## src/design/rpRegPkg.sv

```systemverilog
/*
 * RP drive register map and field types
 * Host word, register word, address fields, DS status and ER1 error bits
 */

package rpRegPkg;

   //////////////////////////////////////////////////////////////////////
   // Word widths
   //////////////////////////////////////////////////////////////////////

   // Massbus data path from the RH controller
   localparam int rhWidth = 36;
   // Drive registers are 16 bits
   localparam int wordWidth = 16;
   localparam int addrWidth = 5;

   typedef logic [rhWidth-1:0]   rhData;
   typedef logic [wordWidth-1:0] rpWord;
   typedef logic [addrWidth-1:0] regAddr;

   //////////////////////////////////////////////////////////////////////
   // Register map
   //////////////////////////////////////////////////////////////////////

   localparam regAddr addrCs1 = 5'd0;
   localparam regAddr addrDs  = 5'd1;
   localparam regAddr addrEr1 = 5'd2;
   localparam regAddr addrDa  = 5'd5;
   localparam regAddr addrDc  = 5'd10;
   localparam regAddr addrCc  = 5'd11;

   //////////////////////////////////////////////////////////////////////
   // Field types
   //////////////////////////////////////////////////////////////////////

   // CS1 bits 5..1
   typedef logic [4:0] rpFunc;
   typedef logic [9:0] rpCyl;
   typedef logic [4:0] rpTrack;
   typedef logic [4:0] rpSector;

   // Desired disk address, DC plus DA
   typedef struct packed {
      rpCyl    cyl;
      rpTrack  track;
      rpSector sector;
   } rpAddr;

   // DS bits 15, 14, 12, 7 and 6
   typedef struct packed {
      logic ata;
      logic err;
      logic mol;
      logic dry;
      logic vv;
   } rpStatus;

   // ER1 bit 0 (ILF) and bit 10 (IAE)
   typedef struct packed {
      logic ilf;
      logic iae;
   } rpErrors;

endpackage

```

## src/design/rpDrivePkg.sv

```systemverilog
/*
 * RP drive behavior constants
 * Function codes, pack geometry, seek timing and controller states
 */

package rpDrivePkg;

   //////////////////////////////////////////////////////////////////////
   // Function codes
   //////////////////////////////////////////////////////////////////////

   // Only the non-transfer functions are kept
   typedef enum logic [4:0] {
      funNop     = 5'd0,
      funSeek    = 5'd2,
      funRecal   = 5'd3,
      funDrvClr  = 5'd4,
      funPreset  = 5'd8,
      funPackAck = 5'd9
   } rpFuncCode;

   //////////////////////////////////////////////////////////////////////
   // Pack geometry
   //////////////////////////////////////////////////////////////////////

   // Highest legal values, inclusive
   localparam rpRegPkg::rpSector maxSector = 5'd21;
   localparam rpRegPkg::rpTrack  maxTrack  = 5'd18;
   localparam rpRegPkg::rpCyl    maxCyl    = 10'd410;

   //////////////////////////////////////////////////////////////////////
   // Seek timing
   //////////////////////////////////////////////////////////////////////

   // Fixed overhead of every head movement, in clocks
   localparam int seekSettle = 8;

   // Busy counter, wide enough for seekSettle + maxCyl
   localparam int seekCntWidth = 10;
   typedef logic [seekCntWidth-1:0] rpSeekCnt;

   //////////////////////////////////////////////////////////////////////
   // Controller states
   //////////////////////////////////////////////////////////////////////

   typedef enum logic [1:0] {
      idle,
      execute,
      seeking,
      done
   } rpCtrlState;

endpackage

```

## src/design/rpCs1.sv

```systemverilog
/*
 * Control/status register 1
 * Latches the function field and issues the start strobe on GO
 */

module rpCs1 (
   input  logic            clk,
   input  logic            rst,
   input  logic            clr,
   input  rpRegPkg::rhData rpDATAI,
   input  logic            cs1Write,
   input  logic            dry,
   output logic            goStrobe,
   output rpRegPkg::rpFunc func,
   output rpRegPkg::rpWord cs1
);

   // Drive can take a new command
   logic accept;

   // Also hold off during the strobe cycle so the controller
   // decodes the function it was started with
   assign accept = cs1Write & dry & ~goStrobe;

   //////////////////////////////////////////////////////////////////////
   // Function field and start strobe
   //////////////////////////////////////////////////////////////////////

   always_ff @(posedge clk or posedge rst)
   begin
      if (rst)
      begin
         func     <= '0;
         goStrobe <= 1'b0;
      end
      else if (clr)
      begin
         func     <= '0;
         goStrobe <= 1'b0;
      end
      else
      begin
         // Function field from bits 5..1
         if (accept)
            func <= rpDATAI[5:1];
         // One clock pulse when GO is written
         goStrobe <= accept & rpDATAI[0];
      end
   end

   //////////////////////////////////////////////////////////////////////
   // CS1 word
   //////////////////////////////////////////////////////////////////////

   // Data valid in bit 11 always set on this drive
   // GO reads back as busy
   assign cs1 = {4'b0, 1'b1, 5'b0, func, ~dry};

endmodule

```

## src/design/rpDiskAddr.sv

```systemverilog
/*
 * Desired sector/track (DA) and desired cylinder (DC) registers
 * Writes only while ready, cleared by preset, checked against the pack
 */

module rpDiskAddr (
   input  logic            clk,
   input  logic            rst,
   input  logic            clr,
   input  rpRegPkg::rhData rpDATAI,
   input  logic            daWrite,
   input  logic            dcWrite,
   input  logic            dry,
   input  logic            presetAddr,
   output rpRegPkg::rpAddr desired,
   output logic            addrValid,
   output rpRegPkg::rpWord daWord,
   output rpRegPkg::rpWord dcWord
);

   // Per-field range checks
   logic sectorOk;
   logic trackOk;
   logic cylOk;

   //////////////////////////////////////////////////////////////////////
   // Address registers
   //////////////////////////////////////////////////////////////////////

   always_ff @(posedge clk or posedge rst)
   begin
      if (rst)
      begin
         desired <= '0;
      end
      else if (clr)
      begin
         desired <= '0;
      end
      else if (presetAddr)
      begin
         // Preset returns to sector 0, track 0, cylinder 0
         desired <= '0;
      end
      else
      begin
         // DA holds track in 12..8 and sector in 4..0
         if (daWrite & dry)
         begin
            desired.track  <= rpDATAI[12:8];
            desired.sector <= rpDATAI[4:0];
         end
         // DC holds the cylinder in 9..0
         if (dcWrite & dry)
            desired.cyl <= rpDATAI[9:0];
      end
   end

   //////////////////////////////////////////////////////////////////////
   // Geometry check
   //////////////////////////////////////////////////////////////////////

   assign sectorOk = desired.sector <= rpDrivePkg::maxSector;
   assign trackOk  = desired.track <= rpDrivePkg::maxTrack;
   assign cylOk    = desired.cyl <= rpDrivePkg::maxCyl;

   // Any field out of range makes the seek invalid
   assign addrValid = sectorOk & trackOk & cylOk;

   //////////////////////////////////////////////////////////////////////
   // Register words
   //////////////////////////////////////////////////////////////////////

   assign daWord = {3'b0, desired.track, 3'b0, desired.sector};
   assign dcWord = {6'b0, desired.cyl};

endmodule

```

## src/design/rpDrive.sv

```systemverilog
/*
 * RP disk drive register set and seek control
 * Host register decode and readback around CS1, address and controller
 */

module rpDrive (
   input  logic             clk,
   input  logic             rst,
   input  logic             clr,
   input  rpRegPkg::regAddr regSel,
   input  logic             regWrite,
   input  rpRegPkg::rhData  rpDATAI,
   output rpRegPkg::rpWord  rpDATAO,
   output logic             ata
);

   // Per-register write strobes
   logic cs1Write;
   logic daWrite;
   logic dcWrite;

   // Command path
   logic            goStrobe;
   rpRegPkg::rpFunc func;
   logic            dry;
   logic            presetAddr;

   // Address path
   rpRegPkg::rpAddr desired;
   logic            addrValid;

   // Controller state seen by the host
   rpRegPkg::rpStatus status;
   rpRegPkg::rpErrors errors;
   rpRegPkg::rpCyl    curCyl;

   // Register words for readback
   rpRegPkg::rpWord cs1Word;
   rpRegPkg::rpWord dsWord;
   rpRegPkg::rpWord er1Word;
   rpRegPkg::rpWord daWord;
   rpRegPkg::rpWord dcWord;
   rpRegPkg::rpWord ccWord;

   //////////////////////////////////////////////////////////////////////
   // Write decode
   //////////////////////////////////////////////////////////////////////

   assign cs1Write = regWrite & (regSel == rpRegPkg::addrCs1);
   assign daWrite  = regWrite & (regSel == rpRegPkg::addrDa);
   assign dcWrite  = regWrite & (regSel == rpRegPkg::addrDc);

   //////////////////////////////////////////////////////////////////////
   // Register blocks
   //////////////////////////////////////////////////////////////////////

   rpCs1 i_cs1 (
      .clk(clk), .rst(rst), .clr(clr), .rpDATAI(rpDATAI), .cs1Write(cs1Write),
      .dry(dry), .goStrobe(goStrobe), .func(func), .cs1(cs1Word)
   );

   rpDiskAddr i_diskAddr (
      .clk(clk), .rst(rst), .clr(clr), .rpDATAI(rpDATAI), .daWrite(daWrite),
      .dcWrite(dcWrite), .dry(dry), .presetAddr(presetAddr), .desired(desired),
      .addrValid(addrValid), .daWord(daWord), .dcWord(dcWord)
   );

   rpDriveCtrl i_driveCtrl (
      .clk(clk), .rst(rst), .clr(clr), .goStrobe(goStrobe), .func(func),
      .desired(desired), .addrValid(addrValid), .dry(dry), .presetAddr(presetAddr),
      .status(status), .errors(errors), .curCyl(curCyl), .dsWord(dsWord),
      .er1Word(er1Word), .ccWord(ccWord)
   );

   //////////////////////////////////////////////////////////////////////
   // Read multiplexer
   //////////////////////////////////////////////////////////////////////

   always_comb
   begin
      case (regSel)
         rpRegPkg::addrCs1: rpDATAO = cs1Word;
         rpRegPkg::addrDs:  rpDATAO = dsWord;
         rpRegPkg::addrEr1: rpDATAO = er1Word;
         rpRegPkg::addrDa:  rpDATAO = daWord;
         rpRegPkg::addrDc:  rpDATAO = dcWord;
         rpRegPkg::addrCc:  rpDATAO = ccWord;
         // Unmapped registers read as zero
         default:           rpDATAO = '0;
      endcase
   end

   // Attention to the RH controller
   assign ata = status.ata;

endmodule

```

## src/design/rpDriveCtrl.sv

```systemverilog
/*
 * Drive function controller
 * Executes started functions, times seeks, keeps CC, status and errors
 */

module rpDriveCtrl (
   input  logic              clk,
   input  logic              rst,
   input  logic              clr,
   input  logic              goStrobe,
   input  rpRegPkg::rpFunc   func,
   input  rpRegPkg::rpAddr   desired,
   input  logic              addrValid,
   output logic              dry,
   output logic              presetAddr,
   output rpRegPkg::rpStatus status,
   output rpRegPkg::rpErrors errors,
   output rpRegPkg::rpCyl    curCyl,
   output rpRegPkg::rpWord   dsWord,
   output rpRegPkg::rpWord   er1Word,
   output rpRegPkg::rpWord   ccWord
);

   rpDrivePkg::rpCtrlState state;
   rpDrivePkg::rpFuncCode  funcCode;

   // Attention and volume valid flops
   logic ata;
   logic vv;

   // Seek datapath
   rpRegPkg::rpCyl       seekTarget;
   rpRegPkg::rpCyl       distance;
   rpRegPkg::rpCyl       targetCyl;
   rpDrivePkg::rpSeekCnt seekLoad;
   rpDrivePkg::rpSeekCnt seekCnt;

   assign funcCode = rpDrivePkg::rpFuncCode'(func);

   //////////////////////////////////////////////////////////////////////
   // Seek distance and busy time
   //////////////////////////////////////////////////////////////////////

   // Recalibrate always heads for cylinder 0
   assign seekTarget = (funcCode == rpDrivePkg::funRecal) ? '0 : desired.cyl;

   assign distance = (seekTarget > curCyl) ? seekTarget - curCyl : curCyl - seekTarget;

   // One less than the busy time, the zero count is the last seek clock
   assign seekLoad = rpDrivePkg::rpSeekCnt'(rpDrivePkg::seekSettle - 1)
                   + rpDrivePkg::rpSeekCnt'(distance);

   always_ff @(posedge clk)
   begin
      if (state == rpDrivePkg::execute)
      begin
         seekCnt   <= seekLoad;
         targetCyl <= seekTarget;
      end
      else if (state == rpDrivePkg::seeking)
         seekCnt <= seekCnt - 1'b1;
   end

   //////////////////////////////////////////////////////////////////////
   // Function FSM
   //////////////////////////////////////////////////////////////////////

   always_ff @(posedge clk or posedge rst)
   begin
      if (rst)
      begin
         state      <= rpDrivePkg::idle;
         dry        <= 1'b1;
         presetAddr <= 1'b0;
         ata        <= 1'b0;
         vv         <= 1'b0;
         errors     <= '0;
         curCyl     <= '0;
      end
      else if (clr)
      begin
         state      <= rpDrivePkg::idle;
         dry        <= 1'b1;
         presetAddr <= 1'b0;
         ata        <= 1'b0;
         vv         <= 1'b0;
         errors     <= '0;
         curCyl     <= '0;
      end
      else
      begin
         // Preset strobe lasts a single clock
         presetAddr <= 1'b0;
         case (state)
            rpDrivePkg::idle:
               if (goStrobe)
               begin
                  state <= rpDrivePkg::execute;
                  dry   <= 1'b0;
               end
            rpDrivePkg::execute:
            begin
               // Most functions finish on the next clock
               state <= rpDrivePkg::done;
               case (funcCode)
                  rpDrivePkg::funNop:
                     ;
                  rpDrivePkg::funSeek:
                     if (addrValid)
                        state <= rpDrivePkg::seeking;
                     else
                     begin
                        // Bad address, head does not move
                        errors.iae <= 1'b1;
                        ata        <= 1'b1;
                     end
                  rpDrivePkg::funRecal:
                     state <= rpDrivePkg::seeking;
                  rpDrivePkg::funDrvClr:
                  begin
                     errors <= '0;
                     ata    <= 1'b0;
                  end
                  rpDrivePkg::funPreset:
                  begin
                     presetAddr <= 1'b1;
                     vv         <= 1'b1;
                  end
                  rpDrivePkg::funPackAck:
                     vv <= 1'b1;
                  default:
                  begin
                     // Transfer and other unsupported codes
                     errors.ilf <= 1'b1;
                     ata        <= 1'b1;
                  end
               endcase
            end
            rpDrivePkg::seeking:
               if (seekCnt == '0)
               begin
                  // Head arrives on cylinder
                  curCyl <= targetCyl;
                  ata    <= 1'b1;
                  state  <= rpDrivePkg::done;
               end
            rpDrivePkg::done:
            begin
               dry   <= 1'b1;
               state <= rpDrivePkg::idle;
            end
            default:
               state <= rpDrivePkg::idle;
         endcase
      end
   end

   //////////////////////////////////////////////////////////////////////
   // Status and register words
   //////////////////////////////////////////////////////////////////////

   // Pack is always mounted
   assign status = '{ata: ata, err: errors.ilf | errors.iae, mol: 1'b1, dry: dry, vv: vv};

   // DS layout: ATA 15, ERR 14, MOL 12, DRY 7, VV 6
   assign dsWord = {status.ata, status.err, 1'b0, status.mol, 4'b0,
                    status.dry, status.vv, 6'b0};

   // ER1 layout: IAE 10, ILF 0
   assign er1Word = {5'b0, errors.iae, 9'b0, errors.ilf};

   assign ccWord = {6'b0, curCyl};

endmodule

```

## config.mk

```make
export PLATFORM = sky130hd
export DESIGN_NAME = rpDrive
export DESIGN_NICKNAME = d
export VERILOG_FILES = /design/src/design/rpRegPkg.sv /design/src/design/rpDrivePkg.sv /design/src/design/rpCs1.sv /design/src/design/rpDiskAddr.sv /design/src/design/rpDrive.sv /design/src/design/rpDriveCtrl.sv
export SDC_FILE = /design/constraint.sdc
export NUM_CORES = 1
export LEC_CHECK = 0
export BUFFER_PORTS_ARGS = -buffer_cell sky130_fd_sc_hd__buf_2
export CAP_MARGIN = 20
export CORE_MARGIN = 5
export CORE_UTILIZATION = 30
export DETAILED_ROUTE_END_ITERATION = 10
export PLACE_DENSITY = 0.57
export SLEW_MARGIN = 20
export SYNTH_ARGS = -nofsm -noshare
export SYNTH_HDL_FRONTEND = slang
export SYNTH_SLANG_ARGS = --single-unit
export TNS_END_PERCENT = 30
```

## constraint.sdc

```tcl
create_clock -name clk -period 5.4 [get_ports clk]
set_input_delay 1.35 -clock clk [delete_from_list [all_inputs] [get_ports clk]]
set_output_delay 1.35 -clock clk [all_outputs]
set_load 0.02 [all_outputs]
```

Word level (Yosys, flattened, before mapping). Cells that the tools add are included.

Equal/unequal tests: 19. Multiply operators: 0. Multiplexer cells: 39. $lt $le $gt $ge: 4. Reduce and logical (&&, ||, !) cells: 25. Div/mod/pow operators: 0. Bitwise gates (word level): 13. $add $sub $neg: 4. Shifts and indexed selects: 0.

Operator list (count): $pmux W16 S6 (1); $mux W10 (9); $mux W20 (2); $eq A5 B4 Y1 const B (4); $sub A10 B10 Y10 (2); $eq A5 B2 Y1 const B (3); $reduce_bool A3 Y1 (5); $mux W1 (13); $ne A3 B3 Y1 const B (4); $reduce_bool A2 Y1 (6); $add A3 B10 Y10 const A (1); $and A1 B1 Y1 (10); $eq A5 B3 Y1 const B (2); $gt A10 B10 Y1 (1); $le A10 B9 Y1 const B (1); $le A5 B5 Y1 const B (2); $logic_not A10 Y1 (1); $logic_not A5 Y1 (2); $mux W2 (5); $mux W5 (2); $reduce_and A2 Y1 (5); $sub A10 B1 Y10 const B (1); $pmux W1 S2 (4); $pmux W2 S4 (1); other kinds (15) (17).

Output and inout port bits: 17. Flip-flop bits (word level): 64. Latch bits: 0. RAM bits: 0. Memories: 0. Word-level logic and storage cells: 119. Bits in read-only memories: 0.

Logic depth before layout (Yosys ltp).
Depth after elaboration: 7. Gate-level depth with buffers: 17.

Cells and area by module. From an unflattened synthesis, not the netlist that was laid out.

Cells, all modules: 720. Area, all modules: 6034.5 um^2.

By module, submodules not included: rpDriveCtrl (area each 3555.9 um^2, cells each 418, times used 1, sequential area each 1052.3 um^2); rpDiskAddr (area each 1111.1 um^2, cells each 131, times used 1, sequential area each 500.5 um^2); rpDrive (area each 944.7 um^2, cells each 127, times used 1, sequential area each 0.0 um^2); rpCs1 (area each 422.9 um^2, cells each 44, times used 1, sequential area each 150.1 um^2).

Worst setup path before layout. OpenSTA, ideal clock, no wires.

Kind: reg-to-reg. Start point: reg i_cs1.func[4]. End point: reg i_driveCtrl.seekCnt[9], data pin. Arrival: 3.966 ns. Required time: 5.130 ns. Period minus slack after synthesis: 4.236 ns. Path slack: 1.164 ns. Stages on the path, launching flop included: 16. Path buffers: 0. Cells stage by stage: dfrtp_1 -> nor4b_1 -> nand2_1 -> nand2_1 -> ha_1 -> inv_1 -> fa_1 -> a21o_1 -> a221o_1 -> o211ai_4 -> mux2_1 -> o311ai_4 -> nand4_2 -> nor4_2 -> xnor2_1 -> a21oi_1.

Cells in the longest elaborated chain, start to end: 6. Elaborated cells on any way between the ends: 8. Classes of those cells: add/sub (3); order compare (1); eq/ne (1); mux (3).

RTL lines: from (decl) (RTL line rpCs1.sv:14) `output rpRegPkg::rpFunc func,`; from (signal assigned) (RTL line rpCs1.sv:45) `func <= rpDATAI[5:1];`; $eq A5 B2 Y1 (*) (RTL line rpDriveCtrl.sv:45) `assign seekTarget = (funcCode == rpDrivePkg::funRecal) ? '0 : desired.cyl;`; $mux W10 (*) (RTL line rpDriveCtrl.sv:45); $sub A10 B10 Y10 / $gt A10 B10 Y1 (equally long branches) (RTL line rpDriveCtrl.sv:47) `assign distance = (seekTarget > curCyl) ? seekTarget - curCyl : curCyl - seekTarget;`; $mux W10 (*) (RTL line rpDriveCtrl.sv:47); $add A3 B10 Y10 (*) (RTL line rpDriveCtrl.sv:51) `+ rpDrivePkg::rpSeekCnt'(distance);`; $mux W10 (*) (RTL line rpDriveCtrl.sv:55) `if (state == rpDrivePkg::execute)`; to (signal assigned) (RTL line rpDriveCtrl.sv:57) `seekCnt <= seekLoad;`; to (signal assigned) (RTL line rpDriveCtrl.sv:61) `seekCnt <= seekCnt - 1'b1;`; to (decl) (RTL line rpDriveCtrl.sv:36) `rpDrivePkg::rpSeekCnt seekCnt;`.

Mark *: on every way between the ends. The rest lies on a longest branch, timed or not. A chain may end at the register's enable or synchronous reset.

Worst setup path after layout. Same ends and word-level chain as after synthesis.

==> results by stage <==
Cells and area:
- The layout net count is 557.
- The final core area utilization is 0.3551.
- The antenna diode count is 0.
- In the final layout, the share of cells above drive strength 1 is 0.1472.
- The area overhead of the layout relative to synthesis is 16.23%.

Logic synthesis:
- Synthesis produced a netlist whose cell count is around 450.
- The synthesized design spends more area on one cell type than any other, namely dfrtp_1.
- The count of flip-flops with a built-in enable after synthesis is 20.
- In the post-synthesis netlist, the biggest area contributors are dfrtp_1 (25%), edfxtp_1 (14%), ha_1 (7.7%), nand2_1 (4.7%), a22o_1 (4.1%).
- In this run, synthesis produced a sequential element count of 64.
- Summing every instance area after synthesis gives 0.004224 mm^2.
- The share of synthesized area in the top cell type comes to 0.2547.
- The per-instance average area after synthesis is 9.471 um^2.
- The flip-flop cell with the highest count after synthesis is dfrtp_1.
- The count of distinct cell types in the synthesized netlist is 60.
- The proportion of synthesized chip area in sequential cells is 0.4031.
- The synthesized netlist net count is 519.
- The total of warnings raised by yosys is 0.
- The fraction of synthesis flops using an asynchronous set or reset pin is 0.6875.

CTS:
- The clock sink count is 64.
- In this run the deepest clock path goes through 2 buffers.
- The CTS tree is done.
- The clock latency of the later-clocked register in the worst-skew pair is between 300 and 400 ps.
- In this run, post-CTS hold repair placed 0 buffers.
- The maximum level of the CTS H-tree is 3.
- The post-CTS setup-driven buffer insertion count is 0.
- The number of clock buffers inserted by TritonCTS is 9.
- The root buffer selected by CTS is clkbuf_16.
- Clock-pin slew was measured on the worst setup and hold paths at 60 ps.
- The count of instances resized after the clock tree is built is 0.

Pwr:
- The leakage power total is 0.002311 uW.
- The peak ir drop on the vdd network is 0.1747 mV.
- The switching power as a share of total power is 0.3473.
- The sequential cell fraction of total power is 0.361.
- Of the total power, combinational logic draws 0.344.
- The clock share of power is 0.296.
- In this run the power density over the cells is ~400 mW/mm^2.
- The switching power is 684.9 uW.
- Internal power comes to 1287 uW.

Route:
- After detailed routing, the number of remaining DRC violations is 0.
- The final layout contains routed wiring with a total length of 10510 um.
- The number of violations reported at the end of detailed-routing iteration 0 is 240.
- The via count normalized by instance count is 5.088.
- Dividing the detail-routed wire length by the instance count gives 15.71 um.
- The post-detailed-route count of antenna-violating nets is 0.
- The first detailed-routing pass ran for 5 iterations.
- The total via count after detailed routing is about 3.4k.

Critical path:
- The worst setup path is launched from a flop.
- The sum of buffers and inverters on the critical path is 2.
- The critical path start-end classification is flop to flop.
- The cell with the biggest individual delay on the critical path is nor4b_1.
- The maximum fanout along the worst path is 13.
- The critical path goes through nor4b_1 -> nand2_1 -> nand2_1 -> ha_1 -> inv_1 -> fa_1 -> a21o_1 -> a221o_1 -> o211ai_4 -> buf_4 -> mux2_2 -> a2111o_1 -> nand4_2 -> nor4_2 -> xnor2_1 -> a21oi_1.
- The worst stage delay on the critical path is 510 ps.
- Data on the critical path is required at its endpoint by 5470 ps.
- Data arrives at the worst endpoint at just under 5000 ps.
- The cell with the most instances on the worst path is nand2_1.
- The worst setup path is captured at a flop.
- The dominant delay contributor by cell family on the critical path is compound AO/OA/AOI/OAI gates.

STA:
- In the finished design, the share of the clock period the worst path needs comes to 0.8885.
- The smallest clock period supported by the final layout is computed as 4798 ps.
- The worst pin sits at a relative slew slack of 0.4855.
- The actual transition at the worst max-transition pin is between 700 and 800 ps.
- The hold violation count in the final report is 0.
- The maximum frequency from static timing analysis is 208.4 MHz.
- The max-slew violation total from the final report came to 0.
- Setup repair after global routing left no endpoint under its margin.
- The count of final setup violators is 0.
- Across the routed clock network, the largest skew measured is 6.462 ps.
- The total negative setup slack is 0 ps.

Placement:
- The placed wire-length estimate is roughly 7900 um.
- At the end of routability-driven placement, the weighted congestion stood at 0.8538.
- The quantity of I/O buffers inserted on ports is 37.

Global route:
- Across every metal layer, demand over resource in global routing totals 0.1310.
- The pin count of the biggest net entering global routing is between 40 and 50.
- After global routing the overflow that remains totals 0.
- The via count of the first global-routing pass was 3467.
- The number of antenna violations at the first check in global routing is 0.
- The first global-routing pass estimated between 15000 and 20000 um of wire.

Job:
- The tool flagged a number of max-cap violations equal to 0.

Die:
- The initial utilization of the core area, before any placement, comes to 0.3055.
- Pin placement for this block handled 62 I/O pins.
- The floorplan step set the die width to 128.7 um.
- The number of core rows is 43.
- The floorplan step defined a core boundary enclosing 0.01383 mm^2.
- The die span in y is 128.7 um.
- The die covers 0.01655 mm^2.

Min path:
- The tightest min-delay check is of the flop to flop type.

Outcome:
- The run finished with clean final reports.
-- worst reg2reg max path: stages, from the launching register on --
cell and delay (ps):
dfrtp_1 450, nor4b_1 510, nand2_1 350, nand2_1 190
ha_1 180, inv_1 50, fa_1 410, a21o_1 200
a221o_1 440, o211ai_4 330, buf_4 270, mux2_2 390
a2111o_1 370, nand4_2 110, nor4_2 70, xnor2_1 140
a21oi_1 80
-- power by group through the flow --
stage / Clock, uW / Sequential, uW / Combinational [uW]
floorplan: 0 / 697 / 548
global placement: 0 / 711 / 667
detailed placement: 0 / 718 / 679
CTS: 594 / 711 / 684
global route: 618 / 723 / 768
finish: 584 / 711 / 677
-- sequential cells by signal, summed over array words and instances (netlist names), 2 cells and up --
| signal | count |
|---|---|
| i_cs1.func | 5 |
| i_diskAddr.daWord | 10 |
| i_diskAddr.dcWord | 10 |
| i_driveCtrl.curCyl | 10 |
| i_driveCtrl.er1Word | 2 |
| i_driveCtrl.seekCnt | 10 |
| i_driveCtrl.state | 2 |
| i_driveCtrl.targetCyl | 10 |
-- layout by cell type (no fill, tap or decap), drive strengths merged, types with 3 or more instances in the layout --
cell	n
ha	26
a31o	3
nand3	7
nor3b	4
edfxtp	20
o21ai	22
a21o	7
a311oi	3
nor4b	3
dfrtp	43
clkbuf	15
a22o	20
nor2	34
and2	3
mux2i	12
xnor2	11
nor2b	5
a222oi	9
nand3b	3
mux2	5
xor2	10
a211oi	3
a21oi	25
nand2b	15
a31oi	3
or3	3
nand2	53
buf	46
nor3	7
inv	37
-- stage by stage --
step                      hold slack (ps)  setup slack [ps]  total power (uW)  std cells  cell area [um^2]
final                               529.7             602.2              1972        669              4910
after global routing                557.1             255.2              2109        669              4910
after CTS                           529.5             608.7              1989        669              4910
after detailed placement            511.7             629.6              1397        653              4606
after global placement              492.1             633.6              1378        653              4606
after floorplan                     472.2              1164              1245        446              4224
-- layout make-up --
| class | instances | area (um^2) |
|---|---|---|
| clock buffers | 15 | 297.8 |
| clock inverters | 1 | 6.256 |
| fillers | 1404 | 8917 |
| inverters | 37 | 138.9 |
| multi-input cells | 326 | 2286 |
| flip-flops and latches | 64 | 1703 |
| well taps | 180 | 225.2 |
| repair buffers | 46 | 252.7 |
-- Yosys cell counts, drive strengths merged, types with 9 or more instances --
cell,instances
a22o,20
clkbuf,12
xnor2,11
xor2,10
mux2i,12
dfrtp,43
edfxtp,20
inv,37
ha,26
o21ai,22
a21oi,25
a222oi,9
nand2,53
nand2b,15
nor2,34
-- path summary, 6_finish.rpt --
kind,start,end,slack (ps),cells past startpoint
setup / recovery,i_cs1.func[4]$_DFFE_PP0P_,i_driveCtrl.seekCnt[9]$_DFFE_PP_,600,16
hold / removal,i_driveCtrl.targetCyl[0]$_DFFE_PP_,i_driveCtrl.curCyl[0]$_DFFE_PP0P_,530,2
setup reg to reg,i_cs1.func[4]$_DFFE_PP0P_,i_driveCtrl.seekCnt[9]$_DFFE_PP_,600,16
hold reg to reg,i_driveCtrl.targetCyl[0]$_DFFE_PP_,i_driveCtrl.curCyl[0]$_DFFE_PP0P_,530,2
max in group asynchronous,rst,i_driveCtrl.er1Word[10]$_DFFE_PP0P_,3840,3
min in group asynchronous,rst,i_diskAddr.daWord[9]$_DFFE_PP0P_,1160,3
-- layer usage --
metal,track usage,wire [um]
met5,0,0
met3,0.02823,483
met2,0.2018,4750
met1,0.1773,5012
met4,0.05744,266
-- cell families after synthesis --
group | synth area share
AO/OA/AOI/OAI | 0.1961
buffers and inverters | 0.05569
multiplexers | 0.04177
XOR/XNOR | 0.04532
AND/OR/NAND/NOR | 0.1706
adder cells (fa/ha/maj) | 0.08649
other | 0.0008878
flip-flops | 0.4031
Note: power is estimated with default switching activity, not from simulation.
